--- src/tm1638_pkg.sv ---
// shared types and TM1638 opcodes; opcodes assume the LED&KEY shield's bus command set
package tm1638_pkg;

	typedef logic [7:0] tm_byte_t;		// one byte on the shield bus
	typedef logic [2:0] digit_idx_t;	// digit or LED position 0-7
	typedef logic [19:0] wait_cnt_t;	// gap counter in clock cycles

	// data command, write with auto-increment
	localparam tm_byte_t CMD_AUTO_INC = 8'h40;
	// data command, read the key scan bytes
	localparam tm_byte_t CMD_READ_KEYS = 8'h42;
	// data command, write to one fixed address
	localparam tm_byte_t CMD_FIXED_ADDR = 8'h44;
	// display control, on with pulse width 14/16
	localparam tm_byte_t CMD_DISPLAY_ON = 8'h8F;
	// address command for address 0
	localparam tm_byte_t CMD_ADDR_BASE = 8'hC0;

	typedef enum logic [2:0] {
		ST_RESET,	// first cycle out of reset
		ST_INIT,	// start of the power-up sequence
		ST_IDLE,	// waiting for a host command
		ST_FRAME,	// strobe low, write bytes
		ST_READ,	// strobe low, key bytes in
		ST_GAP		// strobe high, timer running
	} seq_state_t;

endpackage

--- src/tm1638_wait_timer.sv ---
// strobe gap timer, GAP_USEC*CLOCK_FREQ_MHZ must fit 20 bits; a zero product ends after one cycle
`timescale 1ns/1ps

module tm1638_wait_timer #(
	parameter int CLOCK_FREQ_MHZ = 12,
	parameter int GAP_USEC = 2
) (
	input logic i_clk,
	input logic rst_n,
	input logic i_start,
	output logic o_done
);

	localparam tm1638_pkg::wait_cnt_t LOAD =
		tm1638_pkg::wait_cnt_t'(GAP_USEC * CLOCK_FREQ_MHZ);

	tm1638_pkg::wait_cnt_t cnt;		// cycles left

	always_ff @(posedge i_clk) begin
		if (!rst_n) begin
			cnt <= '0;
			o_done <= 1'b1;			// stopped counts as expired
		end else if (i_start) begin
			cnt <= LOAD;
			o_done <= 1'b0;
		end else if (!o_done) begin
			cnt <= cnt - 1'b1;
			if (cnt <= tm1638_pkg::wait_cnt_t'(1)) begin
				o_done <= 1'b1;		// LOAD cycles after start
			end
		end
	end

endmodule

--- config.mk ---
export PLATFORM = sky130hd
export DESIGN_NAME = tm1638_wait_timer
export DESIGN_NICKNAME = d
export VERILOG_FILES = /design/src/tm1638_pkg.sv /design/src/tm1638_wait_timer.sv
export SDC_FILE = /design/constraint.sdc
export NUM_CORES = 1
export LEC_CHECK = 0
export BUFFER_PORTS_ARGS = -buffer_cell sky130_fd_sc_hd__buf_2
export CELL_PAD_IN_SITES_DETAIL_PLACEMENT = 1
export CELL_PAD_IN_SITES_GLOBAL_PLACEMENT = 1
export CORE_UTILIZATION = 48
export DETAILED_ROUTE_END_ITERATION = 12
export PLACE_DENSITY = 0.88
export SYNTH_ARGS = -nofsm -noshare
export SYNTH_HDL_FRONTEND = slang
export SYNTH_SLANG_ARGS = --single-unit
--- constraint.sdc ---
create_clock -name i_clk -period 4.8 [get_ports i_clk]
set_input_delay 1.2 -clock i_clk [delete_from_list [all_inputs] [get_ports i_clk]]
set_output_delay 1.2 -clock i_clk [all_outputs]
set_load 0.05 [all_outputs]
# == After elaboration in Yosys (flattened, before gate mapping) ==
# Cells that the tools add are included.
# classes
magnitude_cmp,1
mux,5
eq_ne,1
n_bitwise,1
n_reduce_logical,1
add_sub_neg,1
# ops
cell,count
"less-or-equal comparator 20 x 1 -> 1 bit, second input constant",1
"subtractor 20 x 1 -> 20 bit, second input constant",1
two-way mux 5 bit,2
two-way mux 1 bit,3
"!= test 2 bit, second input constant",1
OR reduction 2 bit,1
NOT 1 bit,1
# word_totals
output_inout_bits,1
register_bits,21
inputBits,3
elab_cells,13

# == Longest topological paths before layout ==
# depth
depth_word,4
depth_mapped,6
depth_no_buf,6

# == Worst setup path after synthesis ==
# OpenSTA, ideal clock, no wires.
# synth_timing
path_kind,input-to-reg
start,input port i_start
end,register cnt[0]
path_buffers,2
arrival_time_ns,1.875
setup_slack_ns,2.798
path_stages,4
setup_ns,0.128
required_ns,4.672
cell_sequence,nand2b_1 clkbuf_1 clkbuf_1 nor2_1
# synth_between
elab_chain_cells,1
# synth_rtl
element,line,text
from (decl),tm1638_wait_timer.sv:10,"input logic i_start,"
OR reduction 2 bit (no line),-,
to (signal assigned),tm1638_wait_timer.sv:27,cnt <= cnt - 1'b1;
to (decl),tm1638_wait_timer.sv:17,tm1638_pkg::wait_cnt_t cnt;
# No other way between the ends.
# A chain may end at the register's enable or synchronous reset.

# == Worst setup path after layout ==
# layout_timing
start,register o_done
end,output port o_done
# layout_rtl
element,line,text
from (decl),tm1638_wait_timer.sv:11,output logic o_done
from (signal assigned),tm1638_wait_timer.sv:22,o_done <= 1'b1;
from (signal assigned),tm1638_wait_timer.sv:25,o_done <= 1'b0;
from (signal assigned),tm1638_wait_timer.sv:29,o_done <= 1'b1;
# No word-level cell between the ends.

==> summary.txt <==
Clock network
  – Number of post-CTS setup repair buffers: 0
  – Maximum buffer depth of the clock tree: 2
  – CTS root buffer: clkbuf_4
  – CTS HTree Levels: 1
  – Num CTS Buffers: 3
  – Clock Latency Late Sink: 0.31 ns
  – Clk slew on worst S/H paths: ~0.12 ns
  – PostCTS Resize Cnt: 0
  – CTS tree: done
  – CTS Hold Bufs: 0
  – TritonCTS Sinks: 21

Logic synthesis
  – Avg Inst Size Synth: 8.73 um2
  – Largest area contributor in the netlist: dfxtp_1
  – Area share of the leading cell type in the synthesized netlist: 42.3%
  – Async SR Flop Fraction: 0%
  – Post-synthesis cell area: between 900 and 1000 um2
  – Post-synth cell types: 28
  – Synth Register Bits: 21
  – Seq/Total Area, Yosys: between 40% and 50%
  – Post-synth EDFFs: 0
  – Mapped Cells: roughly 110
  – Ys flop type: dfxtp_1
  – YS warnings: 0
  – Dominant cells by area after synthesis: dfxtp_1 42%, xor2_1 7.0%, a21oi_1 6.5%
  – Mapped Nets: 119

Run
  – Max-cap violations: 0

Setup path
  – Reg2reg end: cnt[14]$_SDFFE_PP0N_
  – Critical Path, Cell by Cell: buf_2
  – R2R Path Start: cnt[1]$_SDFFE_PP0N_
  – CP delay by family, top: flip-flops
  – Setup Crit Path Kind: reg2out
  – Reg2Reg Setup Slack: between 2 and 3 ns
  – Critical Path Fanout Max: 9
  – CP max stage delay: 0.55 ns
  – CP Data Required Time: ~3.6 ns
  – Crit path buffers/inverters: 1
  – Critical path's slowest cell: dfxtp_1
  – Worst R2R Path Depth: 6
  – Worst path arrival time: about 1.2 ns
  – Worst Setup Start Kind: register
  – Nature of the critical path endpoint: primary output

Layout
  – # diodes: 0
  – Layout cells sized above 1: 10.2%
  – Area growth from synthesis to layout: 5.66%
  – Final Util: around 54%
  – Fillcell total: between 200 and 300
  – Nets: 124
  – Post-Layout Inst Area: 1050 um2
  – Final cell count without fillers: around 150

Timing
  – # setup viols final: 0
  – Final slew viol count: 0
  – Unrepaired setup endpoints after global routing: no
  – Setup Total Neg Slack: 0 ns
  – Clock Skews: a little under 0.009 ns
  – Worst slew margin: 48.8%
  – Fin crit period: between 2 and 2.5 ns
  – Final hold slack: 0.494 ns
  – Slew @ Worst Pin: ~0.77 ns
  – Max Clock Freq: between 400 and 500 MHz
  – Final Hold Fails: 0
  – Final period utilization: roughly half
  – Setup ws final: around 2.4 ns

Floorplanning
  – Die W: roughly 48 um
  – Die Span Y: 47.5 um
  – Die area: ~2300 um2
  – Core area: 1960 um2
  – Ports: 4
  – Initial core utilization: roughly 51%
  – FP Rows: 16

Placed design
  – Post-DP Area: 1020 um2
  – Gpl congestion: 0.766
  – Inst Count DP: roughly 140
  – Pre-CTS setup slack: approximately 2.6 ns
  – I/O Buffers: 3
  – DP Wirelength: 1.60 mm

GRT
  – Tot GR Track Use: a little under a quarter
  – Vias in the first global route: between 700 and 800
  – Initial antenna violation count: 0
  – First-pass GRT wire length: roughly 3.4 mm
  – Largest net degree at the start of global routing: 19
  – Total gr overflow: 0

Power
  – Max IR drop VDD: around 220 uV
  – P_leak: between 0.3 and 0.4 nW
  – PwrDens: 350 nW/um2
  – Pwr Total: between 0.3 and 0.4 mW

Drt
  – Routed vias/inst: 5.57
  – Detailed Route WL: between 2 and 2.5 mm
  – Antenna-violating nets left: 0
  – Pre-antenna DRT Iters: 2
  – # DRC: 0
  – Routed WL per cell: between 10 and 15 um
  – DRT iter0 DRCs: 2
  – Vias: around 810

Min path
  – Hold Path End: cnt[8]$_SDFFE_PP0N_
  – Hold Path Cell Cnt: 2
  – Worst hold path class: reg2reg
  – Hold wc startpoint: cnt[8]$_SDFFE_PP0N_

Run status
  – Status: finished clean
==> worst max-delay path by stage <==
stage / start / endpoint / slack [ns] / cells past startpoint
6_report: o_done$_SDFF_PN1_ / o_done / 2.40 / 1
5_1_grt: o_done$_SDFF_PN1_ / o_done / 2.34 / 1
4_1_cts: o_done$_SDFF_PN1_ / o_done / 2.38 / 1
3_5_place_dp: cnt[1]$_SDFFE_PP0N_ / cnt[14]$_SDFFE_PP0N_ / 2.59 / 6
3_3_place_gp: i_start / cnt[7]$_SDFFE_PP0N_ / 2.67 / 3
2_1_floorplan: i_start / cnt[0]$_SDFFE_PP0N_ / 2.80 / 4
==> synthesized netlist by cell type (all sizes together), types with 2 or more instances <==
master,n
dfxtp,21
a21oi,13
nor2,13
o21ai,8
xor2,8
nand2,7
nor3,6
or3,6
inv,5
nand2b,3
nand3,3
nand4,3
o31ai,3
clkbuf,2
ha,2
nor4,2
or4,2
==> where the power goes <==
| group | internal (mW) | switching (mW) |
|---|---|---|
| sequential | 0.185 | 0.0149 |
| combinational | 0.0319 | 0.0509 |
| clock | 0.0325 | 0.0532 |
| total | 0.249 | 0.119 |
==> cells by family (layout without fill, tap and decap cells) <==
| logic type | count (synthesis) | count (layout) | share of synthesized area (%) |
|---|---|---|---|
| AO/OA/AOI/OAI | 26 | 26 | 14.6 |
| XOR/XNOR | 8 | 8 | 7.04 |
| adder cells (fa/ha/maj) | 2 | 2 | 2.52 |
| buffers and inverters | 8 | 12 | 3.77 |
| flip-flops | 21 | 21 | 42.3 |
| AND/OR/NAND/NOR | 49 | 49 | 29.8 |
==> placed cells by master (no fill, tap or decap), types with 2 or more instances in the layout <==
cell type  instances
or3_1              6
buf_2              3
nand3_1            2
clkbuf_4           3
ha_1               2
dfxtp_1           21
o31ai_1            3
nor2_1            13
or4_1              2
nand2b_1           3
nand4_1            3
o21ai_0            8
a21oi_1           13
xor2_1             8
nand2_1            7
inv_1              5
nor3_1             4
==> sequential cells by signal (all words and copies together) (netlist names) <==
name,cells
cnt,20
o_done,1
==> routing by layer <==
| metal | share of wire (%) | up-vias | wire length, um | track usage, % |
|---|---|---|---|---|
| met5 | 0 | - | 0 | 0 |
| met4 | 1.7 | 0 | 37 | 8.57 |
| met3 | 1.7 | 5 | 36 | 4.53 |
| met2 | 51 | 6 | 1090 | 39.2 |
| met1 | 45 | 384 | 967 | 27.4 |
| li1 | - | 412 | - | - |
==> cell type report <==
| type | instances | area [um2] | area share (%) |
|---|---|---|---|
| Multi-Input combinational cell | 85 | 537 | 51.1 |
| Sequential cell | 21 | 420 | 40.0 |
| Tap cell | 27 | 33.8 | 3.21 |
| Clock buffer | 4 | 26.3 | 2.50 |
| Inverter | 5 | 18.8 | 1.79 |
| Timing Repair Buffer | 3 | 15.0 | 1.43 |
(Power assumes the default switching activity.)
