**src/tm1638_pkg.sv**
```systemverilog
// shared types and TM1638 opcodes; opcodes assume the LED&KEY shield's bus command set
package tm1638_pkg;

	typedef logic [7:0] tm_byte_t;		// one byte on the shield bus
	typedef logic [2:0] digit_idx_t;	// digit or LED position 0-7
	typedef logic [19:0] wait_cnt_t;	// gap counter in clock cycles

	// data command, write with auto-increment
	localparam tm_byte_t CMD_AUTO_INC = 8'h40;
	// data command, read the key scan bytes
	localparam tm_byte_t CMD_READ_KEYS = 8'h42;
	// data command, write to one fixed address
	localparam tm_byte_t CMD_FIXED_ADDR = 8'h44;
	// display control, on with pulse width 14/16
	localparam tm_byte_t CMD_DISPLAY_ON = 8'h8F;
	// address command for address 0
	localparam tm_byte_t CMD_ADDR_BASE = 8'hC0;

	typedef enum logic [2:0] {
		ST_RESET,	// first cycle out of reset
		ST_INIT,	// start of the power-up sequence
		ST_IDLE,	// waiting for a host command
		ST_FRAME,	// strobe low, write bytes
		ST_READ,	// strobe low, key bytes in
		ST_GAP		// strobe high, timer running
	} seq_state_t;

endpackage

```
**src/tm_byte_if.sv**
```systemverilog
// single-byte handshake, en is one cycle and only honoured while idle is high
`timescale 1ns/1ps

interface tm_byte_if;

	logic en;				// start one byte
	tm1638_pkg::tm_byte_t tx_byte;		// byte to write
	logic rd;				// 1 = read a byte instead
	tm1638_pkg::tm_byte_t rx_byte;		// last byte read, valid once idle rises
	logic idle;				// serializer ready

	modport seq (
		output en,
		output tx_byte,
		output rd,
		input rx_byte,
		input idle
	);

	modport ser (
		input en,
		input tx_byte,
		input rd,
		output rx_byte,
		output idle
	);

endinterface

```
**src/tm1638_sequencer.sv**
```systemverilog
// frame builder; key bytes follow the read command with no extra wait, enables while busy are dropped
`timescale 1ns/1ps

module tm1638_sequencer (
	input logic i_clk,
	input logic rst_n,
	input logic i_en_raw,
	input tm1638_pkg::tm_byte_t i_raw_data,
	input logic i_en_led,
	input tm1638_pkg::tm_byte_t i_led_state,
	input logic i_en_seg7,
	input tm1638_pkg::digit_idx_t i_seg7_idx,
	input tm1638_pkg::tm_byte_t i_seg7_state,
	input logic i_en_buttons,
	output tm1638_pkg::tm_byte_t o_button_state,
	output logic o_tm_stb,
	output logic o_idle,
	tm_byte_if.seq bus,
	output logic o_gap_start,
	input logic i_gap_done
);

	typedef enum logic [2:0] {
		JOB_INIT,
		JOB_LED,
		JOB_SEG7,
		JOB_RAW,
		JOB_KEYS
	} job_t;

	tm1638_pkg::seq_state_t state;
	job_t job;
	logic [3:0] frame_idx;			// frame within the job
	logic [4:0] byte_idx;			// bytes already issued in this frame

	tm1638_pkg::tm_byte_t raw_q;
	tm1638_pkg::tm_byte_t led_q;
	tm1638_pkg::digit_idx_t seg_idx_q;
	tm1638_pkg::tm_byte_t seg_q;
	tm1638_pkg::tm_byte_t key_acc;	// buttons gathered during a read

	logic [4:0] frame_len;
	logic [3:0] last_frame;
	tm1638_pkg::tm_byte_t frame_byte;
	tm1638_pkg::digit_idx_t led_idx;
	logic [1:0] key_k;

	logic ser_ready;
	logic gap_ready;
	logic accept;
	logic issue_wr;
	logic issue_rd;
	logic capture_key;

	// en and start are registered, so skip the cycle right after each pulse
	assign ser_ready = bus.idle && !bus.en;
	assign gap_ready = i_gap_done && !o_gap_start;
	assign accept = (state == tm1638_pkg::ST_IDLE) &&
		(i_en_raw || i_en_led || i_en_seg7 || i_en_buttons);
	assign issue_wr = (state == tm1638_pkg::ST_FRAME) && ser_ready && (byte_idx < frame_len);
	assign issue_rd = (state == tm1638_pkg::ST_READ) && ser_ready && (byte_idx < 5'd4);
	assign capture_key = (state == tm1638_pkg::ST_READ) && ser_ready && (byte_idx != 5'd0);

	assign led_idx = tm1638_pkg::digit_idx_t'(frame_idx - 4'd1);	// frame 0 is the mode cmd
	assign key_k = 2'(byte_idx - 5'd1);

	// frame contents per job
	always_comb begin
		frame_len = 5'd1;
		last_frame = 4'd0;
		frame_byte = tm1638_pkg::CMD_READ_KEYS;
		case (job)
			JOB_INIT: begin
				last_frame = 4'd2;
				if (frame_idx == 4'd0) begin
					frame_byte = tm1638_pkg::CMD_DISPLAY_ON;
				end else if (frame_idx == 4'd1) begin
					frame_byte = tm1638_pkg::CMD_AUTO_INC;
				end else begin
					frame_len = 5'd17;		// address plus 16 cleared bytes
					frame_byte = (byte_idx == 5'd0) ? tm1638_pkg::CMD_ADDR_BASE : 8'h00;
				end
			end
			JOB_LED: begin
				last_frame = 4'd8;
				if (frame_idx == 4'd0) begin
					frame_byte = tm1638_pkg::CMD_FIXED_ADDR;
				end else begin
					frame_len = 5'd2;
					frame_byte = (byte_idx == 5'd0) ?
						tm1638_pkg::CMD_ADDR_BASE + {4'd0, led_idx, 1'b1} :	// odd address
						{7'd0, led_q[led_idx]};
				end
			end
			JOB_SEG7: begin
				last_frame = 4'd1;
				if (frame_idx == 4'd0) begin
					frame_byte = tm1638_pkg::CMD_FIXED_ADDR;
				end else begin
					frame_len = 5'd2;
					frame_byte = (byte_idx == 5'd0) ?
						tm1638_pkg::CMD_ADDR_BASE + {4'd0, seg_idx_q, 1'b0} :	// even address
						seg_q;
				end
			end
			JOB_RAW: frame_byte = raw_q;
			default: frame_byte = tm1638_pkg::CMD_READ_KEYS;	// reads follow in ST_READ
		endcase
	end

	// FSM and handshake
	always_ff @(posedge i_clk) begin
		if (!rst_n) begin
			state <= tm1638_pkg::ST_RESET;
			job <= JOB_INIT;
			frame_idx <= '0;
			byte_idx <= '0;
			o_tm_stb <= 1'b1;
			o_idle <= 1'b0;
			o_button_state <= '0;
			o_gap_start <= 1'b0;
			bus.en <= 1'b0;
			bus.rd <= 1'b0;
		end else begin
			bus.en <= 1'b0;
			o_gap_start <= 1'b0;
			case (state)
				tm1638_pkg::ST_RESET: begin
					job <= JOB_INIT;
					frame_idx <= '0;
					byte_idx <= '0;
					state <= tm1638_pkg::ST_INIT;
				end
				tm1638_pkg::ST_INIT: begin
					if (ser_ready && gap_ready) begin
						o_tm_stb <= 1'b0;
						state <= tm1638_pkg::ST_FRAME;
					end
				end
				tm1638_pkg::ST_IDLE: begin
					if (accept) begin
						o_idle <= 1'b0;
						o_tm_stb <= 1'b0;
						frame_idx <= '0;
						byte_idx <= '0;
						state <= tm1638_pkg::ST_FRAME;
						if (i_en_raw) job <= JOB_RAW;		// fixed priority
						else if (i_en_led) job <= JOB_LED;
						else if (i_en_seg7) job <= JOB_SEG7;
						else job <= JOB_KEYS;
					end
				end
				tm1638_pkg::ST_FRAME: begin
					if (issue_wr) begin
						bus.en <= 1'b1;
						bus.rd <= 1'b0;
						byte_idx <= byte_idx + 5'd1;
					end else if (ser_ready) begin
						if (job == JOB_KEYS) begin
							byte_idx <= '0;		// strobe stays low for the reads
							state <= tm1638_pkg::ST_READ;
						end else begin
							o_tm_stb <= 1'b1;
							o_gap_start <= 1'b1;
							state <= tm1638_pkg::ST_GAP;
						end
					end
				end
				tm1638_pkg::ST_READ: begin
					if (issue_rd) begin
						bus.en <= 1'b1;
						bus.rd <= 1'b1;
						byte_idx <= byte_idx + 5'd1;
					end else if (ser_ready) begin
						o_tm_stb <= 1'b1;
						o_gap_start <= 1'b1;
						state <= tm1638_pkg::ST_GAP;
					end
				end
				tm1638_pkg::ST_GAP: begin
					if (gap_ready) begin
						byte_idx <= '0;
						if (frame_idx == last_frame) begin
							o_idle <= 1'b1;
							state <= tm1638_pkg::ST_IDLE;
							if (job == JOB_KEYS) o_button_state <= key_acc;
						end else begin
							frame_idx <= frame_idx + 4'd1;
							o_tm_stb <= 1'b0;
							state <= tm1638_pkg::ST_FRAME;
						end
					end
				end
				default: state <= tm1638_pkg::ST_RESET;
			endcase
		end
	end

	// command payload and key capture
	always_ff @(posedge i_clk) begin
		if (accept) begin
			raw_q <= i_raw_data;
			led_q <= i_led_state;
			seg_idx_q <= i_seg7_idx;
			seg_q <= i_seg7_state;
			key_acc <= '0;
		end
		if (issue_wr) bus.tx_byte <= frame_byte;
		if (capture_key) begin
			key_acc[{1'b0, key_k}] <= bus.rx_byte[0];	// button k
			key_acc[{1'b1, key_k}] <= bus.rx_byte[4];	// button k+4
		end
	end

endmodule

```
**src/flat_wrapper.sv**
```systemverilog
// flat-port wrapper written by rule: the top's interface ports become plain ports
module tm1638_sequencer_flat 
  (i_clk, rst_n, i_en_raw, i_raw_data, i_en_led, i_led_state, i_en_seg7, i_seg7_idx, i_seg7_state, i_en_buttons, o_button_state, o_tm_stb, o_idle, o_gap_start, i_gap_done, bus_en, bus_tx_byte, bus_rd, bus_rx_byte, bus_idle);
  tm_byte_if bus_i ();
  input logic i_clk;
  input logic rst_n;
  input logic i_en_raw;
  input tm1638_pkg::tm_byte_t i_raw_data;
  input logic i_en_led;
  input tm1638_pkg::tm_byte_t i_led_state;
  input logic i_en_seg7;
  input tm1638_pkg::digit_idx_t i_seg7_idx;
  input tm1638_pkg::tm_byte_t i_seg7_state;
  input logic i_en_buttons;
  output tm1638_pkg::tm_byte_t o_button_state;
  output logic o_tm_stb;
  output logic o_idle;
  output logic o_gap_start;
  input logic i_gap_done;
  output wire logic [$bits(bus_i.en)-1:0] bus_en;
  output wire logic [$bits(bus_i.tx_byte)-1:0] bus_tx_byte;
  output wire logic [$bits(bus_i.rd)-1:0] bus_rd;
  input wire logic [$bits(bus_i.rx_byte)-1:0] bus_rx_byte;
  input wire logic [$bits(bus_i.idle)-1:0] bus_idle;
  assign bus_en = bus_i.en;
  assign bus_tx_byte = bus_i.tx_byte;
  assign bus_rd = bus_i.rd;
  assign bus_i.rx_byte = bus_rx_byte;
  assign bus_i.idle = bus_idle;
  tm1638_sequencer u_core (.i_clk(i_clk), .rst_n(rst_n), .i_en_raw(i_en_raw), .i_raw_data(i_raw_data), .i_en_led(i_en_led), .i_led_state(i_led_state), .i_en_seg7(i_en_seg7), .i_seg7_idx(i_seg7_idx), .i_seg7_state(i_seg7_state), .i_en_buttons(i_en_buttons), .o_button_state(o_button_state), .o_tm_stb(o_tm_stb), .o_idle(o_idle), .bus(bus_i), .o_gap_start(o_gap_start), .i_gap_done(i_gap_done));
endmodule
```
**config.mk**
```make
export PLATFORM = sky130hd
export DESIGN_NAME = tm1638_sequencer_flat
export DESIGN_NICKNAME = d
export VERILOG_FILES = /design/src/tm1638_pkg.sv /design/src/tm_byte_if.sv /design/src/tm1638_sequencer.sv /design/src/flat_wrapper.sv
export SDC_FILE = /design/constraint.sdc
export NUM_CORES = 1
export LEC_CHECK = 0
export ABC_AREA = 1
export BUFFER_PORTS_ARGS = -buffer_cell sky130_fd_sc_hd__buf_2
export CAP_MARGIN = 10
export CORE_MARGIN = 2
export CORE_UTILIZATION = 40
export CTS_CLUSTER_SIZE = 16
export DETAILED_ROUTE_END_ITERATION = 7
export PLACE_DENSITY_LB_ADDON = 0.15
export SETUP_SLACK_MARGIN = 0.1
export SLEW_MARGIN = 20
export SYNTH_ARGS = -nofsm -noshare
export SYNTH_HDL_FRONTEND = slang
export SYNTH_SLANG_ARGS = --single-unit
```
**constraint.sdc**
```tcl
create_clock -name i_clk -period 3.4 [get_ports i_clk]
set_clock_uncertainty 0.15 [all_clocks]
set_input_delay 0.68 -clock i_clk [delete_from_list [all_inputs] [get_ports i_clk]]
set_output_delay 0.68 -clock i_clk [all_outputs]
set_load 0.01 [all_outputs]
```
After elaboration in Yosys (flattened, before gate mapping)
Cells that the tools add are included.
{ "op_classes": {"add_sub_neg": 6, "n_reduce_logical": 36, "mux": 74, "order_cmp": 7, "eq_ne": 25} }
{ "op_table": {"columns": ["cell", "n"], "rows": [
  ["$mux 8", 9],
  ["$mux 5", 8],
  ["$mux 3", 11],
  ["$pmux 8 s4", 1],
  ["$mux 1", 25],
  ["$pmux 5 s5", 1],
  ["$pmux 4 s3", 2],
  ["$pmux 3 s6", 1],
  ["$add 7x5->8 const A", 2],
  ["$bwmux 8", 2],
  ["$ne 2x1->1 const B", 8],
  ["$reduce_bool 5->1", 3],
  ["$eq 3x2->1 const B", 4],
  ["$mux 4", 3],
  ["$reduce_and 4->1", 3],
  ["$logic_and 1x1->1", 11],
  ["$pmux 5 s2", 1],
  ["$reduce_and 10->1", 1],
  ["$eq 3x3->1 const B", 3],
  ["$lt 3x4->1 const B", 2],
  ["$ne 2x2->1 const B", 4],
  ["$pmux 1 s2", 4],
  ["$reduce_and 7->1", 1],
  ["$eq 3x1->1 const B", 2],
  ["29 further kinds", 36]
]} }
{ "word_totals": {"input_bits": 43, "ff_bits": 71, "wordCells": 164, "output_inout_bits": 21} }

Logic depth before layout (Yosys ltp)
{ "depth": {"depth_word": 8, "mapped_depth": 17, "depth_no_buf": 16} }

Worst setup path after synthesis
Ideal clock, no wire load.
{ "synth_timing": {"kind": "reg-to-reg", "start": "reg u_core.frame_idx[0]", "end": "reg u_core.bus.tx_byte[0] (enable)", "path_stages_with_launch": 13, "required_ns": 2.919, "period_less_slack_ns": 2.609, "setup_ns": 0.331, "path_slack_ns": 0.791, "path_buffers": 1, "t_arrival_ns": 2.128, "cell_sequence": "dfxtp_1 -> buf_2 -> inv_1 -> ha_1 -> nand3_1 -> inv_1 -> nor2_1 -> nand2_1 -> ha_1 -> o21a_1 -> nor2_2 -> nand2_4 -> inv_1"} }
{ "synth_between": {"elab_chain_len": 6, "elab_cells_between_ends": 8, "classes_between": "1 x order compare; 1 x eq/ne; 4 x mux; 2 x reduce/logical"} }
{ "synth_lines": {"columns": ["element", "line_no", "source"], "rows": [
  ["start, declared", "tm1638_sequencer.sv:33", "logic [3:0] frame_idx;"],
  ["start signal, assigned", "tm1638_sequencer.sv:188", "frame_idx <= frame_idx + 4'd1;"],
  ["$eq 4x1->1", "tm1638_sequencer.sv:77", "end else if (frame_idx == 4'd1) begin"],
  ["$mux 5", "tm1638_sequencer.sv:77", null],
  ["$mux 5", "tm1638_sequencer.sv:75", "if (frame_idx == 4'd0) begin"],
  ["$pmux 5 s2 *", "tm1638_sequencer.sv:72", "case (job)"],
  ["$lt 5x5->1 *", "tm1638_sequencer.sv:60", "assign issue_wr = (state == tm1638_pkg::ST_FRAME) && ser_ready && (byte_idx < frame_len);"],
  ["$logic_and 1x1->1 *", "tm1638_sequencer.sv:60", null],
  ["end signal, assigned", "tm1638_sequencer.sv:208", "if (issue_wr) bus.tx_byte <= frame_byte;"],
  ["end, declared", "tm_byte_if.sv:14", "output tx_byte,"]
]} }
Mark *: on every way between the ends. The rest lies on a longest branch, timed or not.
A chain may end at the register's enable or synchronous reset.

Worst setup path after layout
{ "layout_timing": {"start": "reg u_core.frame_idx[0]", "end": "reg u_core.byte_idx[4]"} }
{ "layout_between": {"elab_chain_len": 8, "elab_cells_between_ends": 13, "classes_between": "1 x order compare; 3 x eq/ne; 6 x mux; 3 x reduce/logical"} }
{ "layout_lines": {"columns": ["element", "line_no", "source"], "rows": [
  ["$eq 4x1->1", "tm1638_sequencer.sv:77", null],
  ["$mux 5", "tm1638_sequencer.sv:77", null],
  ["$mux 5", "tm1638_sequencer.sv:75", null],
  ["$pmux 5 s2 *", "tm1638_sequencer.sv:72", null],
  ["$lt 5x5->1 *", "tm1638_sequencer.sv:60", null],
  ["$logic_and 1x1->1 *", "tm1638_sequencer.sv:60", null],
  ["$ne 3x1->1 (no source line), or another cell as far along", null, null],
  ["$reduce_and 6->1 (no source line) / $pmux 5 s5 (equally long branches)", null, null],
  ["end signal, assigned", "tm1638_sequencer.sv:157", "byte_idx <= byte_idx + 5'd1;"],
  ["end signal, assigned", "tm1638_sequencer.sv:173", "byte_idx <= byte_idx + 5'd1;"],
  ["end, declared", "tm1638_sequencer.sv:34", "logic [4:0] byte_idx;"]
]} }
Marks and branches as above.

==> results.json <==
{
  "final_nets": 505,
  "syn_nets": 440,
  "diodes": 0,
  "holdBufCountCts": 0,
  "path_max_fanout": 10,
  "io_pins": 64,
  "dr.pass1.iters": 5,
  "drive_gt1_share_pct": 21.4,
  "powerDensity_nw_per_um2": 699,
  "vdd_ir_drop_max_mv": 0.315,
  "place_congestion": 0.836,
  "grt.total_usage_pct": 17.4,
  "cts_tree": "yes",
  "cts_max_level": 3,
  "r2r-start": "u_core.frame_idx[0]",
  "power_frac_clock_pct": 25.0,
  "fillers": 796,
  "synthFlopType": "dfxtp_1",
  "fp-row-count": 33,
  "max_freq_mhz": 379,
  "path_clk_slew_ns": 0.08,
  "drt_iter0_markers": 74,
  "finalHoldViolCount": 0,
  "antenna_left": 0,
  "seq_area_um2": 1770,
  "r2r_slack_ns": 0.76,
  "rsz0062_at_grt": "no",
  "status": "completed",
  "clk_root_buffer_cell": "clkbuf_8",
  "yosysSeqAreaShare_pct": 52.4,
  "total_power_uw": 2790,
  "cts.sinks": 71,
  "p_sw_share_pct": 37.7,
  "design_area_um2": 4000,
  "seq_power_share_pct": 41.3,
  "synthCells": 387,
  "endpoint": "u_core.byte_idx[4]",
  "placed_area_um2": 3790,
  "max_slew.worst_pin.slew_ns": 0.825,
  "vias": 2833,
  "multi_input_area_um2": 1410,
  "cp.required_ns": 3.52,
  "p_sw_uw": 1050,
  "die_y_um": 95.9,
  "avgRoutedWirePerCell_um": 13.2,
  "arrival_ns": 2.75,
  "hold_depth": 2,
  "grt_start_max_net_pins": 30,
  "relSlewSlack_pct": 44.9,
  "hpwl_um": 5490,
  "crit_start": "u_core.frame_idx[0]",
  "areaGrowthSynthToFinish_pct": 18.3,
  "remaining_drc_errors": 0,
  "post-route-period-util_pct": 77.5,
  "cts_resized": 0,
  "cts_inserted_buffers": 9,
  "min-delay-path-class": "flop to flop",
  "cp-end-kind": "flop",
  "grt_pass1_wl_um": 12100,
  "crit_type": "flop to flop",
  "yosys_register_bits": 71,
  "worstRegToRegCells": 13,
  "syn-cell-area_um2": 3380,
  "insertion_delay_ns": 0.35,
  "grt_pass1_vias": 2663,
  "clk_path_buf_depth": 2,
  "comb_power_share_pct": 33.7,
  "ys_warn_count": 0,
  "synthDistinctLibCells": 35,
  "post_cts_buffers": 0,
  "antenna_found_initial": 0,
  "grt-ovfl-total": 0,
  "intPower_uw": 1740,
  "dieArea_um2": 9200,
  "io_buffers": 57,
  "initial_core_util_pct": 41.1,
  "cap_violations": 0,
  "wirelength_um": 7410,
  "die_w_um": 95.9,
  "setup_tns_ns": 0,
  "core-area_um2": 8220,
  "drt-vias-per-instance": 5.04,
  "syn_avg_cell_area_um2": 8.73,
  "async_reset_ff_share_pct": 0,
  "report.final.slew_viol_count": 0,
  "synth-edff-count": 35,
  "worst_r2r_endpoint": "u_core.byte_idx[4]",
  "p_leak_uw": 0.00168,
  "start_kind": "flop",
  "finalSetupViolations": 0,
  "period_needed_ns": 2.64
}
[metrics by stage]
stage / setup slack [ns] / std cells / utilization, % / hold slack [ns]
after floorplan: 0.791 / 387 / - / 0.304
after global placement: 0.837 / 546 / 46.1 / 0.300
after detailed placement: 0.788 / 546 / 46.1 / 0.300
after CTS: 0.758 / 562 / 48.7 / 0.316
after global routing: 0.489 / 562 / 48.7 / 0.330
final: 0.765 / 562 / 48.7 / 0.312
[Yosys cell counts (2+ instances only)]
cell	number	area, um2
a21oi_1	30	150
a31oi_1	2	12.5
a41oi_1	2	17.5
buf_4	2	15.0
clkbuf_1	3	11.3
dfxtp_1	36	721
edfxtp_1	35	1050
ha_1	10	125
inv_1	37	139
inv_2	8	30.0
nand2_1	87	327
nand2_2	3	18.8
nand2_4	2	22.5
nand3_1	42	210
nand3_2	5	50.1
nand4_1	20	125
nor2_1	27	101
o21ai_0	16	80.1
xnor2_1	2	17.5
xor2_1	3	26.3
[cells in the final DEF, fill, tap and decap left out, types with 2 or more instances in the layout]
master and instances:
clkbuf_16 2, buf_2 57, ha_1 10, nand2_1 87, a41oi_1 2, nand4_1 20, nand2_4 2, inv_2 8
clkbuf_8 10, nor2_1 27, xor2_1 3, nand3_1 42, buf_4 3, edfxtp_1 35, inv_1 37, o21ai_0 16
nand2_2 3, dfxtp_1 36, a31oi_1 2, a21oi_1 30, xnor2_1 2, nand3_2 5
[sequential cells by signal (all words and copies together), names as in the netlist]
name / count
u_core.bus.tx_byte: 8
u_core.key_acc: 8
u_core.led_q: 8
u_core.o_button_state: 8
u_core.raw_q: 8
u_core.seg_q: 8
u_core.byte_idx: 5
u_core.frame_idx: 4
u_core.job: 3
u_core.seg_idx_q: 3
u_core.state: 3
u_core.bus.en: 1
u_core.bus.rd: 1
u_core.o_gap_start: 1
u_core.o_idle: 1
u_core.o_tm_stb: 1
[final cells by class]
type / instances / share of cell area (%)
clock buffers: 13 / 4.79
clock inverters: 3 / 0.501
inverters: 45 / 4.22
multi-input cells: 265 / 35.2
flip-flops and latches: 71 / 44.3
well taps: 105 / 3.29
repair buffers: 60 / 7.70
[worst min path at each step]
stage,start,endpoint,slack (ns)
floorplan,u_core.key_acc[0],u_core.key_acc[0],0.30
detailed placement,u_core.o_tm_stb,u_core.o_tm_stb,0.30
finish,u_core.o_button_state[0],u_core.o_button_state[0],0.31
CTS,u_core.o_button_state[0],u_core.o_button_state[0],0.32
global route,i_raw_data[7],u_core.raw_q[7],0.33
global placement,u_core.o_button_state[0],u_core.o_button_state[0],0.30
[routing by layer]
layer	GRT usage [%]	up-vias	wire, um
met5	0	-	0
met4	7.98	0	157
met3	3.45	10	316
met2	30.7	57	3670
met1	20.5	1304	3270
li1	-	1462	-
[logic make-up (layout without fill, tap and decap cells)]
kind of cell | count (synthesis) | after routing | synth area share, %
adder cells (fa/ha/maj) | 10 | 10 | 3.70
XOR/XNOR | 5 | 5 | 1.30
AO/OA/AOI/OAI | 59 | 59 | 9.85
buffers and inverters | 51 | 121 | 5.92
flip-flops | 71 | 71 | 52.4
AND/OR/NAND/NOR | 191 | 191 | 26.8
[worst max-delay path: stages (launching register included)]
cell	delay, ns
dfxtp_1	0.33
inv_1	0.12
ha_1	0.25
nand3_1	0.11
inv_1	0.08
nor2_1	0.12
nand2_1	0.10
ha_1	0.30
o21a_1	0.12
nor2_2	0.15
nand2_4	0.12
inv_1	0.32
nand3_1	0.13
a21oi_1	0.15
[power groups by stage]
stage	combinational [uW]	clock (uW)	sequential, uW
after floorplan	711	0	1150
after global placement	932	0	1170
after detailed placement	942	0	1170
after CTS	947	713	1150
after global routing	1080	747	1170
final	943	697	1150
Note: power is estimated with default switching activity, not from simulation.
