**src/tm1638_pkg.sv**
```systemverilog
// shared types and TM1638 opcodes; opcodes assume the LED&KEY shield's bus command set
package tm1638_pkg;

	typedef logic [7:0] tm_byte_t;		// one byte on the shield bus
	typedef logic [2:0] digit_idx_t;	// digit or LED position 0-7
	typedef logic [19:0] wait_cnt_t;	// gap counter in clock cycles

	// data command, write with auto-increment
	localparam tm_byte_t CMD_AUTO_INC = 8'h40;
	// data command, read the key scan bytes
	localparam tm_byte_t CMD_READ_KEYS = 8'h42;
	// data command, write to one fixed address
	localparam tm_byte_t CMD_FIXED_ADDR = 8'h44;
	// display control, on with pulse width 14/16
	localparam tm_byte_t CMD_DISPLAY_ON = 8'h8F;
	// address command for address 0
	localparam tm_byte_t CMD_ADDR_BASE = 8'hC0;

	typedef enum logic [2:0] {
		ST_RESET,	// first cycle out of reset
		ST_INIT,	// start of the power-up sequence
		ST_IDLE,	// waiting for a host command
		ST_FRAME,	// strobe low, write bytes
		ST_READ,	// strobe low, key bytes in
		ST_GAP		// strobe high, timer running
	} seq_state_t;

endpackage

```
**src/tm_byte_if.sv**
```systemverilog
// single-byte handshake, en is one cycle and only honoured while idle is high
`timescale 1ns/1ps

interface tm_byte_if;

	logic en;				// start one byte
	tm1638_pkg::tm_byte_t tx_byte;		// byte to write
	logic rd;				// 1 = read a byte instead
	tm1638_pkg::tm_byte_t rx_byte;		// last byte read, valid once idle rises
	logic idle;				// serializer ready

	modport seq (
		output en,
		output tx_byte,
		output rd,
		input rx_byte,
		input idle
	);

	modport ser (
		input en,
		input tx_byte,
		input rd,
		output rx_byte,
		output idle
	);

endinterface

```
**src/tm1638_serial.sv**
```systemverilog
// byte serializer, LSB first, 16*BIT_HALF_CYCLES clocks per byte; needs BIT_HALF_CYCLES >= 1
`timescale 1ns/1ps

module tm1638_serial #(
	parameter int BIT_HALF_CYCLES = 6
) (
	input logic i_clk,
	input logic rst_n,
	tm_byte_if.ser bus,
	output logic o_tm_clk,
	output logic o_dio,
	output logic o_dio_oe,
	input logic i_dio
);

	localparam int HALF_W = (BIT_HALF_CYCLES > 1) ? $clog2(BIT_HALF_CYCLES) : 1;
	localparam logic [HALF_W-1:0] HALF_LAST = HALF_W'(BIT_HALF_CYCLES - 1);

	logic [HALF_W-1:0] half_cnt;		// cycles within one clock half
	logic [3:0] phase;			// which half period, 0..15
	logic rd_q;				// current byte is a read
	tm1638_pkg::tm_byte_t tx_shift;
	tm1638_pkg::tm_byte_t rx_shift;

	logic start;
	logic half_end;
	logic rise;
	logic fall;

	assign start = bus.en && bus.idle;
	assign half_end = !bus.idle && (half_cnt == HALF_LAST);
	assign rise = half_end && !phase[0];	// even phase ends low, clock goes high
	assign fall = half_end && phase[0] && (phase != 4'd15);

	assign o_dio = tx_shift[0];
	assign bus.rx_byte = rx_shift;

	// pin and handshake control
	always_ff @(posedge i_clk) begin
		if (!rst_n) begin
			bus.idle <= 1'b1;
			half_cnt <= '0;
			phase <= '0;
			o_tm_clk <= 1'b1;			// shield clock idles high
			o_dio_oe <= 1'b0;
			rd_q <= 1'b0;
		end else if (start) begin
			bus.idle <= 1'b0;
			half_cnt <= '0;
			phase <= '0;
			o_tm_clk <= 1'b0;			// first bit is set up while low
			rd_q <= bus.rd;
			o_dio_oe <= !bus.rd;		// line released for reads
		end else if (!bus.idle) begin
			if (half_end) begin
				half_cnt <= '0;
				if (phase == 4'd15) begin
					bus.idle <= 1'b1;	// last rising edge done, clock stays high
				end else begin
					phase <= phase + 4'd1;
					o_tm_clk <= !o_tm_clk;
				end
			end else begin
				half_cnt <= half_cnt + 1'b1;
			end
		end
	end

	// shift registers
	always_ff @(posedge i_clk) begin
		if (start) begin
			tx_shift <= bus.tx_byte;
		end else if (fall) begin
			tx_shift <= tx_shift >> 1;	// next bit while clock low
		end

		if (rise && rd_q) begin
			rx_shift <= {i_dio, rx_shift[7:1]};	// LSB arrives first
		end
	end

endmodule

```
**src/flat_wrapper.sv**
```systemverilog
// flat-port wrapper written by rule: the top's interface ports become plain ports
module tm1638_serial_flat 
#(
	parameter int BIT_HALF_CYCLES = 6
)
  (i_clk, rst_n, o_tm_clk, o_dio, o_dio_oe, i_dio, bus_en, bus_tx_byte, bus_rd, bus_rx_byte, bus_idle);
  tm_byte_if bus_i ();
  input logic i_clk;
  input logic rst_n;
  output logic o_tm_clk;
  output logic o_dio;
  output logic o_dio_oe;
  input logic i_dio;
  input wire logic [$bits(bus_i.en)-1:0] bus_en;
  input wire logic [$bits(bus_i.tx_byte)-1:0] bus_tx_byte;
  input wire logic [$bits(bus_i.rd)-1:0] bus_rd;
  output wire logic [$bits(bus_i.rx_byte)-1:0] bus_rx_byte;
  output wire logic [$bits(bus_i.idle)-1:0] bus_idle;
  assign bus_i.en = bus_en;
  assign bus_i.tx_byte = bus_tx_byte;
  assign bus_i.rd = bus_rd;
  assign bus_rx_byte = bus_i.rx_byte;
  assign bus_idle = bus_i.idle;
  tm1638_serial #(.BIT_HALF_CYCLES(BIT_HALF_CYCLES)) u_core (.i_clk(i_clk), .rst_n(rst_n), .bus(bus_i), .o_tm_clk(o_tm_clk), .o_dio(o_dio), .o_dio_oe(o_dio_oe), .i_dio(i_dio));
endmodule
```
**config.mk**
```make
export PLATFORM = sky130hd
export DESIGN_NAME = tm1638_serial_flat
export DESIGN_NICKNAME = d
export VERILOG_FILES = /design/src/tm1638_pkg.sv /design/src/tm_byte_if.sv /design/src/tm1638_serial.sv /design/src/flat_wrapper.sv
export SDC_FILE = /design/constraint.sdc
export NUM_CORES = 1
export LEC_CHECK = 0
export BUFFER_PORTS_ARGS = -buffer_cell sky130_fd_sc_hd__buf_4
export CORE_UTILIZATION = 28
export CTS_BUF_LIST = sky130_fd_sc_hd__clkbuf_2
export CTS_CLUSTER_DIAMETER = 200
export DETAILED_ROUTE_END_ITERATION = 10
export GPL_TIMING_DRIVEN = 0
export SLEW_MARGIN = 0
export SYNTH_ARGS = -nofsm -noshare
export SYNTH_HDL_FRONTEND = slang
export SYNTH_SLANG_ARGS = --single-unit
```
**constraint.sdc**
```tcl
create_clock -name i_clk -period 5 [get_ports i_clk]
set_clock_uncertainty 0.15 [all_clocks]
set_input_delay 0.5 -clock i_clk [delete_from_list [all_inputs] [get_ports i_clk]]
set_output_delay 0.5 -clock i_clk [all_outputs]
set_load 0.05 [all_outputs]
```
## Word level (Yosys, flattened, before mapping)

Cells that the tools add are included.

- Memory bits (read-only): 0
- Memory bits (writable): 0
- Memories: 0
- Output and inout port bits: 12
- Input port bits: 13
- Register bits: 27
- Bits in latches: 0
- Logic and storage cells: 44

- Mux-type cells: 11
- Reductions and logical operators: 15
- Divide/modulo/power cells: 0
- Add/sub/neg operators: 2
- Eq/ne operators: 5
- Shift operators: 0
- Multipliers: 0
- Bitwise logic cells: 3
- Order comparisons: 0

Operators by type and width:

| kind | number |
|---|---|
| $mux W8 | 2 |
| $mux W1 | 8 |
| $logic_and A1 B1 Y1 | 6 |
| $reduce_and A3 Y1 | 2 |
| $add A4 B1 Y4 const B | 1 |
| $eq A4 B4 Y1 const B | 1 |
| $logic_not A1 Y1 | 4 |
| $ne A4 B4 Y1 const B | 1 |
| $reduce_bool A2 Y1 | 2 |
| $add A3 B1 Y3 const B | 1 |
| $eq A3 B3 Y1 const B | 1 |
| $mux W3 | 1 |
| $not A1 Y1 | 3 |
| $ne A2 B1 Y1 const B | 1 |
| $ne A2 B2 Y1 const B | 1 |
| $reduce_or A2 Y1 | 1 |

## Logic depth before layout (Yosys ltp)

Gate-level depths: netlist (run 1).

- Word-level depth: 6
- Mapped depth: 6

## Least setup slack after synthesis (run 1)

No wires, ideal clock.

- Path type: register to register
- Start: reg u_core.bus.idle
- End: reg u_core.tx_shift[0] (enable)
- Setup slack: 2873 ps
- Required time: 4463 ps
- Period minus slack after synthesis: 2127 ps
- Cell stages (with the launch flop): 3
- Arrival: 1590 ps
- Library setup time: 387 ps
- Cells stage by stage: dfxtp_1 > nand3b_1 > o31ai_1

- Word-level cells in the longest chain between the ends: 5
- Elaborated cells between the ends (all ways): 6
- Classes of those cells: 6 x reduce/logical

RTL lines:

| element | RTL line | source |
|---|---|---|
| start: declaration | tm_byte_if.sv:25 | `output idle` |
| start signal: assignment | tm1638_serial.sv:41 | `bus.idle <= 1'b1;` |
| start signal: assignment | tm1638_serial.sv:48 | `bus.idle <= 1'b0;` |
| start signal: assignment | tm1638_serial.sv:58 | `bus.idle <= 1'b1;` |
| $logic_not A1 Y1 | tm1638_serial.sv:31 | `assign half_end = !bus.idle && (half_cnt == HALF_LAST);` |
| $logic_and A1 B1 Y1 | tm1638_serial.sv:31 |  |
| $logic_and A1 B1 Y1 (2 in a row) | tm1638_serial.sv:33 | `assign fall = half_end && phase[0] && (phase != 4'd15);` |
| $reduce_bool A2 Y1 (no source line) * | n/a |  |
| end signal: assignment | tm1638_serial.sv:72 | `tx_shift <= bus.tx_byte;` |
| end signal: assignment | tm1638_serial.sv:74 | `tx_shift <= tx_shift >> 1;` |
| end: declaration | tm1638_serial.sv:22 | `tm1638_pkg::tm_byte_t tx_shift;` |

Mark *: on every way between the ends. The rest lies on a longest branch, timed or not.
A chain may end at the register's enable or synchronous reset.

## Worst setup path after layout (run 1)

- Start: reg u_core.half_cnt[0]
- End: reg u_core.tx_shift[6] (enable)

- Word-level cells in the longest chain between the ends: 5

RTL lines:

| element | RTL line | source |
|---|---|---|
| start: declaration | tm1638_serial.sv:19 | `logic [HALF_W-1:0] half_cnt;` |
| start signal: assignment | tm1638_serial.sv:64 | `half_cnt <= half_cnt + 1'b1;` |
| $eq A3 B3 Y1 | tm1638_serial.sv:31 |  |
| $logic_and A1 B1 Y1 | tm1638_serial.sv:31 |  |
| $logic_and A1 B1 Y1 (2 in a row) | tm1638_serial.sv:33 |  |
| $reduce_bool A2 Y1 (no source line) | n/a |  |

Every way passes these cells.

==> results of run 1 <==
flip-flops by register name, indices dropped and copies added (netlist names):
signal and flops:
u_core.bus.rx_byte 8, u_core.tx_shift 8, u_core.phase 4, u_core.half_cnt 3, u_core.bus.idle 1, u_core.o_dio_oe 1
u_core.o_tm_clk 1, u_core.rd_q 1
synth_stat cells, types with 2 or more instances:
cell      count
a21boi_1      2
a21oi_1       4
and3_1        4
buf_6         2
dfxtp_1      11
edfxtp_1     16
ha_1          3
inv_1         4
mux2_2        7
nand2_1       5
nand3_1       4
nand3b_1      2
o21ai_0       3
o221ai_1      2
or3_1         2
cell usage in the layout (no fill, tap or decap), types with 2 or more instances in the layout:
cell type and n:
a21boi_1 2, a21oi_1 4, and3_1 4, buf_4 25
buf_6 2, clkbuf_2 3, dfxtp_1 11, edfxtp_1 16
ha_1 3, inv_1 4, mux2_2 7, nand2_1 5
nand3_1 4, nand3b_1 2, o21ai_0 3, o221ai_1 2
or3_1 2
how the worst min path moves through the flow:
stage                     startpoint                    end  cells after the start
6_report                       i_dio  u_core.bus.rx_byte[7]                      1
5_1_grt                        i_dio  u_core.bus.rx_byte[7]                      1
4_1_cts                        i_dio  u_core.bus.rx_byte[7]                      1
3_5_place_dp   u_core.bus.rx_byte[5]  u_core.bus.rx_byte[4]                      0
3_3_place_gp   u_core.bus.rx_byte[5]  u_core.bus.rx_byte[4]                      0
2_1_floorplan            u_core.rd_q            u_core.rd_q                      2
power by group through the flow:
stage	logic, mW	registers (mW)	clock network [mW]
floorplan	0.0214	0.261	0
global placement	0.0447	0.253	0
detailed placement	0.0465	0.254	0
CTS	0.0466	0.249	0.0847
global route	0.0501	0.250	0.0910
finish	0.0460	0.249	0.0812
final cells by class:
cell class	instances	area, um2
well taps	50	62.6
repair buffers	24	180
inverters	4	15.0
multi-input cells	56	414
plain buffers	3	30.0
clock inverters	1	5.00
clock buffers	3	15.0
flip-flops and latches	27	701
fillers	395	2580
logic make-up (layout without fill, tap and decap cells):
kind of cell | after synthesis | after routing | synth area share
buffers and inverters | 7 | 35 | 0.0388
multiplexers | 7 | 7 | 0.0680
adder cells (fa/ha/maj) | 3 | 3 | 0.0324
AO/OA/AOI/OAI | 16 | 16 | 0.0917
AND/OR/NAND/NOR | 30 | 30 | 0.165
flip-flops | 27 | 27 | 0.604
per-stage QoR:
stage	hold WS [ps]	total power, mW	worst slack (ps)	utilization
after global routing	109	0.391	2410	0.356
after detailed placement	291	0.300	2620	0.351
final	143	0.376	2610	0.356
after floorplan	289	0.282	2870	-
after CTS	129	0.380	2600	0.356
after global placement	282	0.298	2690	0.351
metal layers:
metal	vias to the layer above	GRT usage
li1	394	-
met1	400	0.115
met4	0	0.0638
met3	7	0.0241
met2	37	0.194
met5	-	0
==> key figures, run 1 <==
Yosys
  • Mapped cell area: 1160 um2
  • Synthesized instance count: 90
  • Post-synthesis cell type count: 34
  • Top cells by area, synth: edfxtp_1 41%, dfxtp_1 19%, mux2_2 6.8%
  • Top-area cell type share of the netlist area: 0.414
  • #FFs+latches synth: 27
  • Dominant synthesized flop cell: edfxtp_1
  • Asr flop ratio synth: 0
  • Area leader, netlist: edfxtp_1
  • Syn_nets: 106
  • Syn. warnings: 0
  • Sequential area share after synthesis: 0.604
  • Syn Area/Cell: 12.9 um2
  • Post-synth EDFFs: 16

Global routing
  • First-pass GRT wire length: 3480 um
  • Total grt overflow: 0
  • Gr usage total: 0.108
  • Largest net degree at the start of global routing: 16
  • Vias in the first global route: 786
  • Initial antenna violation count: 0

Clocking
  • Total CTS buffers: 3
  • Worst-Skew Late Latency: 360 ps
  • Total clock sinks: 27
  • Worst-path clk slew: 240 ps
  • H-tree levels: 1
  • Cts repair resizes: 0
  • Longest Clk Path Bufs: 2
  • Post-CTS Setup Inserts: 0
  • Clk root buf: clkbuf_2
  • CTS Hold Bufs: 0
  • CTS tree: done

Layout
  • Area delta synth->final: 22.7%
  • Diode count: 0
  • Share of layout cells above drive strength 1: 0.364
  • Post-route insts no fill: 168
  • Post-route cell area: 1420 um2
  • Final net count: 135

Worst setup path
  • Worst path top cell family by delay: compound AO/OA/AOI/OAI gates
  • R2r endpoint: u_core.tx_shift[6]
  • Peak per-stage delay on the critical path: 1010 ps
  • Arrival @ worst endpoint: 2260 ps
  • Cell count along the critical path: 3
  • Required time of the critical path: 4870 ps
  • Reg-to-reg startpoint: u_core.half_cnt[0]
  • Crit Path Max Fanout: 8
  • Worst Setup SP: u_core.half_cnt[0]
  • Crit path kind: reg -> reg
  • Endpoint class of the critical path: register
  • R2R depth: 3
  • Critical Path Start Type: register
  • Critical path, cell by cell: ha_1, nand3b_1, o31ai_1
  • R2R Setup Slk: 2610 ps
  • Buf+Inv Stages, Crit Path: 0
  • Worst Setup EP: u_core.tx_shift[6]
  • Slowest CP cell: o31ai_1

Power
  • Peak VDD IR: 0.0000892 V
  • Clock share of power: 0.216
  • Switching share of power: 0.243
  • Cell-internal power: 285 uW
  • Leak: 0.554 nW
  • Comb power frac: 0.122
  • PwrDens: 264 nW/um2
  • Part of the power in registers: 0.662
  • Switch Pwr: 91.5 uW

Job
  • Max cap viols: 0

Drt
  • # DRC: 0
  • Via Count: 838
  • Via density: 4.99
  • Wirelength per Cell: 12.8 um
  • Met3 wire len: 163 um
  • Final WL: 2150 um
  • Metal-1 WL: 880 um
  • Met2 WL post-DR: 1050 um
  • Remaining antenna violation count: 0
  • Max Used Layer: met4
  • Drt first-iter violations: 65
  • Initial DRT Pass Iterations: 6

STA
  • Maximum clock frequency: 419 MHz
  • Period utilization: 0.478
  • RSZ-0062 raised after global routing: no
  • Endpoints failing setup: 0
  • Setup TNS: 0 ps
  • Slew @ Worst Pin: 1150 ps
  • Min cycle time layout: 2390 ps
  • Slew Limit Fails: 0
  • Final Hold Viols: 0
  • Slew HR: 0.230

Floorplan
  • DIE HEIGHT: 66.4 um
  • # IOs: 25
  • Initial Util: 0.290
  • Die X: 66.4 um
  • Core region area: 4000 um2
  • Row Count: 23
  • Die ar.: 4400 um2

Placement
  • Placer Congestion: 0.771
  • Hpwl dp: 1600 um
  • Post-Place Cells: 164
  • DP Area: 1400 um2
  • Port bufs: 24

Min path
  • HP Class: in -> reg

Status
  • Outcome: complete, no violations
(Power assumes the default switching activity.)
==> run 2: changes to the inputs <==
--- a/config.mk
+++ b/config.mk
@@ -5,6 +5,7 @@
 export SDC_FILE = /design/constraint.sdc
 export NUM_CORES = 1
 export LEC_CHECK = 0
+export ABC_AREA = 1
 export BUFFER_PORTS_ARGS = -buffer_cell sky130_fd_sc_hd__buf_4
 export CORE_UTILIZATION = 28
 export CTS_BUF_LIST = sky130_fd_sc_hd__clkbuf_2
==> constraint.sdc (replaced) <==
create_clock -name i_clk -period 2 [get_ports i_clk]
set_clock_uncertainty 0.15 [all_clocks]
set_input_delay 0.2 -clock i_clk [delete_from_list [all_inputs] [get_ports i_clk]]
set_output_delay 0.2 -clock i_clk [all_outputs]
set_load 0.05 [all_outputs]
==> key figures, run 2 <==
Layout
  • Final net count: 166
  • Diode count: 0
  • Most common cell after layout, fill and taps aside: nand2_1
  • Area occupied by registers: 701 um2
  • Fill count: 366
  • Area delta synth->final: 36.3%
  • Share of layout cells above drive strength 1: 0.235
  • Multi-input gate area: 358 um2
  • Most frequent cells in the layout: 37 x nand2_1, 24 x buf_4, 16 x edfxtp_1

Floorplan
  • Row Count: 22
  • Die X: 64.4 um
  • Die ar.: 4140 um2
  • # IOs: 25
  • DIE HEIGHT: 64.4 um
  • Core region area: 3690 um2
  • Initial Util: 0.295

Yosys
  • Mapped cell area: 1090 um2
  • Synthesized instance count: 108
  • Post-synth EDFFs: 16
  • Area leader, netlist: edfxtp_1
  • Commonest cells post-synth: 37 x nand2_1, 16 x edfxtp_1, 11 x dfxtp_1, 8 x nor2_1, 6 x inv_1
  • Syn Area/Cell: 10.1 um2
  • Top-area cell type share of the netlist area: 0.441
  • Count leader, synth: nand2_1
  • Top cells by area, synth: edfxtp_1 44%, dfxtp_1 20%, nand2_1 13%
  • Sequential area share after synthesis: 0.644
  • Post-synthesis cell type count: 19
  • #FFs+latches synth: 27
  • Syn. warnings: 0
  • Syn_nets: 124
  • Asr flop ratio synth: 0
  • Dominant synthesized flop cell: edfxtp_1

STA
  • Endpoints failing setup: 0
  • Slew Limit Fails: 0
  • Min cycle time layout: 1760 ps
  • Slew HR: 0.609
  • Setup TNS: 0 ps
  • Final Hold Viols: 0
  • Slew @ Worst Pin: 583 ps
  • RSZ-0062 raised after global routing: no
  • Maximum clock frequency: 569 MHz
  • Period utilization: 0.879
  • Hold Slack: 338 ps

Worst setup path
  • Peak per-stage delay on the critical path: 420 ps
  • Slowest CP cell: dfxtp_1
  • Worst path top cell family by delay: simple AND/OR/NAND/NOR gates
  • Buf+Inv Stages, Crit Path: 0
  • Crit Path Max Fanout: 9
  • Most Frequent Cell on Critical Path: nand2_1
  • Critical path, cell by cell: ha_1, nand3_2, nor2_4, nand2_1, nand2_1
  • Endpoint class of the critical path: register
  • Required time of the critical path: 1890 ps
  • Critical Path Start Type: register
  • Arrival @ worst endpoint: 1650 ps
  • Crit path kind: reg -> reg

Drt
  • Remaining antenna violation count: 0
  • Initial DRT Pass Iterations: 4
  • Final WL: 1930 um
  • # DRC: 0
  • Via density: 4.40
  • Drt first-iter violations: 42
  • Wirelength per Cell: 9.81 um
  • Via Count: 866

Power
  • PwrDens: 629 nW/um2
  • Switching share of power: 0.239
  • Clock share of power: 0.207
  • Cell-internal power: 711 uW
  • Leak: 0.634 nW
  • Comb power frac: 0.129
  • Part of the power in registers: 0.664
  • Switch Pwr: 223 uW
  • Peak VDD IR: 0.000302 V

Min path
  • HP Class: reg -> reg

Global routing
  • First-pass GRT wire length: 3310 um
  • Vias in the first global route: 770
  • Initial antenna violation count: 0
  • Total grt overflow: 0
  • Largest net degree at the start of global routing: 16
  • Gr usage total: 0.104

Clocking
  • Clk root buf: clkbuf_2
  • CTS tree: done
  • Total CTS buffers: 3
  • Worst-Skew Late Latency: 350 ps
  • H-tree levels: 1
  • Total clock sinks: 27
  • Worst-path clk slew: 240 ps
  • Longest Clk Path Bufs: 2

Status
  • Outcome: complete, no violations

Placement
  • Placer Congestion: 0.711
  • Hpwl dp: 1420 um
  • Port bufs: 24

Job
  • Max cap viols: 0
[run 2: through the flow]
step	area [um2]	worst slack [ps]	util	total power, mW	std cells
6_report	1480	243	0.402	0.934	197
5_1_grt	1480	79.8	0.402	0.980	197
4_1_cts	1480	218	0.402	0.945	197
3_5_place_dp	1330	-126	0.360	0.732	180
3_3_place_gp	1330	-38.5	0.360	0.729	180
2_1_floorplan	1090	60.0	-	0.691	108
[run 2: logic make-up (layout without fill, tap and decap cells)]
group	count (synthesis)	after routing	synth area share
and+or+nand+nor	57	57	0.224
AOI/OAI and AO/OA	10	10	0.0494
xor gates and xnor gates	2	2	0.0161
adders and majority gates	3	3	0.0345
DFF	27	27	0.644
buffers and inverters	9	50	0.0322
[run 2: worst paths after layout]
| path | startpoint | slack, ps | to | cells after the start |
|---|---|---|---|---|
| min | u_core.bus.rx_byte[7] | 340 | u_core.bus.rx_byte[6] | 0 |
| max reg2reg | u_core.half_cnt[0] | 240 | u_core.tx_shift[6] | 5 |
| min reg2reg | u_core.bus.rx_byte[7] | 340 | u_core.bus.rx_byte[6] | 0 |
| max | u_core.half_cnt[0] | 240 | u_core.tx_shift[6] | 5 |
[run 2: what timing repair did]
action / CTS / global route
gates resized for setup: 1 / 0
hold buffers: 13 / 0
buffers inserted: 0 / 0
endpoints found under the setup margin: 8 / 0
endpoints found under the hold margin: 14 / 0
[run 2: metal layers]
| metal | global-route usage | vias to the layer above | share of wire |
|---|---|---|---|
| li1 | - | 442 | - |
| met1 | 0.124 | 401 | 0.46 |
| met2 | 0.174 | 21 | 0.47 |
| met3 | 0.0393 | 2 | 0.064 |
| met4 | 0.0250 | 0 | 0.011 |
| met5 | 0 | - | 0 |
[run 2: power by group through the flow]
stage                     clock network, mW  logic, mW  registers (mW)
after CTS                             0.203      0.122           0.620
after detailed placement                  0      0.101           0.632
after floorplan                           0     0.0403           0.651
after global routing                  0.224      0.134           0.622
final                                 0.193      0.121           0.620
after global placement                    0     0.0982           0.631
[run 2: cell type report]
cell class                      instances  area share
Sequential cell                        27       0.472
Timing Repair Buffer                   37       0.209
Buffer                                  1     0.00337
Multi-Input combinational cell         72       0.241
Clock inverter                          1     0.00337
Inverter                                8      0.0202
Clock buffer                            3      0.0101
Tap cell                               48      0.0405
[run 2: worst reg2reg max path: cells and delay by family (launching register included)]
family | cells | cell delay (ps)
adders and majority gates | 1 | 210
DFF | 1 | 420
and+or+nand+nor | 4 | 690
==> run 3: changes to the inputs <==
--- a/config.mk
+++ b/config.mk
@@ -7,11 +7,12 @@
 export LEC_CHECK = 0
 export ABC_AREA = 1
 export BUFFER_PORTS_ARGS = -buffer_cell sky130_fd_sc_hd__buf_4
-export CORE_UTILIZATION = 28
+export CORE_UTILIZATION = 54
 export CTS_BUF_LIST = sky130_fd_sc_hd__clkbuf_2
 export CTS_CLUSTER_DIAMETER = 200
 export DETAILED_ROUTE_END_ITERATION = 10
 export GPL_TIMING_DRIVEN = 0
+export PLACE_DENSITY = 0.8
 export SLEW_MARGIN = 0
 export SYNTH_ARGS = -nofsm -noshare
 export SYNTH_HDL_FRONTEND = slang
==> constraint.sdc (replaced) <==
create_clock -name i_clk -period 2.05 [get_ports i_clk]
set_clock_uncertainty 0.15 [all_clocks]
set_input_delay 0.205 -clock i_clk [delete_from_list [all_inputs] [get_ports i_clk]]
set_output_delay 0.205 -clock i_clk [all_outputs]
set_load 0.05 [all_outputs]
==> key figures, run 3 (same netlist as run 2, synthesis figures left out) <==
Status
  • Outcome: complete, no violations

STA
  • Final Hold Viols: 0
  • Maximum clock frequency: 534 MHz
  • Slew HR: 0.585
  • Slew Limit Fails: 0
  • Hold Slack: 344 ps
  • RSZ-0062 raised after global routing: no
  • Period utilization: 0.914
  • Setup TNS: 0 ps
  • Slew @ Worst Pin: 619 ps
  • Min cycle time layout: 1870 ps
  • Final worst slack: 176 ps
  • Endpoints failing setup: 0

Clocking
  • Post-CTS Setup Inserts: 0
  • Worst-path clk slew: 250 ps
  • Total clock sinks: 27
  • Clk root buf: clkbuf_2
  • Worst-Skew Late Latency: 360 ps
  • Total CTS buffers: 3
  • H-tree levels: 1
  • CTS tree: done
  • Longest Clk Path Bufs: 2

Worst setup path
  • Slowest CP cell: dlygate4sd3_1
  • Worst Setup EP: u_core.o_dio_oe
  • Critical path, cell by cell: nand2_1, inv_2, o21ai_0, a21oi_1, dlygate4sd3_1
  • Endpoint class of the critical path: register
  • Worst path top cell family by delay: buffers and inverters
  • R2R depth: 5
  • Cell count along the critical path: 5
  • Arrival @ worst endpoint: 2040 ps
  • Worst Setup SP: u_core.bus.idle
  • Critical Path Start Type: register
  • Peak per-stage delay on the critical path: 560 ps
  • Reg-to-reg startpoint: u_core.bus.idle
  • Buf+Inv Stages, Crit Path: 2
  • Crit Path Max Fanout: 10
  • R2r endpoint: u_core.o_dio_oe
  • Crit path kind: reg -> reg
  • Required time of the critical path: 2220 ps
  • R2R Setup Slk: 180 ps

Global routing
  • Largest net degree at the start of global routing: 17
  • Initial antenna violation count: 0
  • First-pass GRT wire length: 3690 um
  • Total grt overflow: 0
  • Gr usage total: 0.252
  • Vias in the first global route: 802

Power
  • Peak VDD IR: 0.000506 V
  • Leak: 0.630 nW
  • PwrDens: 641 nW/um2

Layout
  • Final net count: 166
  • Most common cell after layout, fill and taps aside: nand2_1
  • Diode count: 0
  • Share of layout cells above drive strength 1: 0.235
  • Area delta synth->final: 33.9%
  • Most frequent cells in the layout: 37 x nand2_1, 24 x buf_4, 16 x edfxtp_1
  • Core Util, Final: 0.809

Floorplan
  • Core region area: 1800 um2
  • Initial Util: 0.604
  • Row Count: 15
  • # IOs: 25
  • Die ar.: 2200 um2
  • DIE HEIGHT: 46.9 um
  • Die X: 46.9 um

Drt
  • Initial DRT Pass Iterations: 4
  • Via density: 5.22
  • Drt first-iter violations: 21
  • Final WL: 2530 um
  • Remaining antenna violation count: 0
  • Wirelength per Cell: 14.5 um
  • Via Count: 909
  • # DRC: 0

Min path
  • HP Class: reg -> reg
  • Hold Crit Start: u_core.bus.rx_byte[6]

Placement
  • Pre-CTS setup slack: -43.0 ps
  • Port bufs: 24
  • Hpwl dp: 1540 um
  • Placer Congestion: 0.755

Job
  • Max cap viols: 0
-- run 3: cell count changes in the layout (fill, tap and decap cells not counted) --
| cell | before | now |
|---|---|---|
| clkinv_2 | 1 | 0 |
| clkinvlp_4 | 0 | 1 |
-- run 3: how the worst min path moves through the flow --
stage,slack [ps],to,cells past startpoint
6_report,340,u_core.bus.rx_byte[5],0
5_1_grt,350,u_core.bus.rx_byte[5],0
4_1_cts,340,u_core.bus.rx_byte[5],0
3_5_place_dp,230,u_core.bus.rx_byte[7],1
3_3_place_gp,230,u_core.bus.rx_byte[7],1
2_1_floorplan,120,u_core.o_tm_clk,1
-- run 3: layer usage --
metal | track usage | wire length, um
met5 | 0 | 0
met1 | 0.321 | 1060
met2 | 0.444 | 1330
met3 | 0.0308 | 107
met4 | 0.0857 | 23
-- run 3: metrics by stage --
stage	std cells	power (mW)	area (um2)
CTS	174	0.935	1460
global placement	157	0.711	1300
finish	174	0.934	1460
detailed placement	157	0.718	1300
global route	174	0.966	1460
floorplan	108	0.674	1090
-- run 3: what timing repair did --
action / CTS / global route
endpoints found under the setup margin: 8 / 0
hold endpoints to repair: 14 / 0
hold buffers: 13 / 0
resized for setup: 1 / 0
-- run 3: area by class of cell --
cell class	instances	area [um2]
Fill cell	117	344
Clock buffer	3	15.0
Inverter	8	30.0
Timing Repair Buffer	37	310
Tap cell	25	31.3
Multi-Input combinational cell	72	358
Clock inverter	1	7.51
Sequential cell	27	701
Buffer	1	5.00
-- run 3: report_power, final --
part           internal [mW]  switching [mW]  leakage, nW
sequential             0.595          0.0109        0.239
clock                 0.0452           0.156       0.0126
combinational         0.0546          0.0716        0.378
-- run 3: worst register-to-register path: stages, from the launching register on --
cell,delay [ps]
dfxtp_1,540
nand2_1,150
inv_2,180
o21ai_0,120
a21oi_1,130
dlygate4sd3_1,560
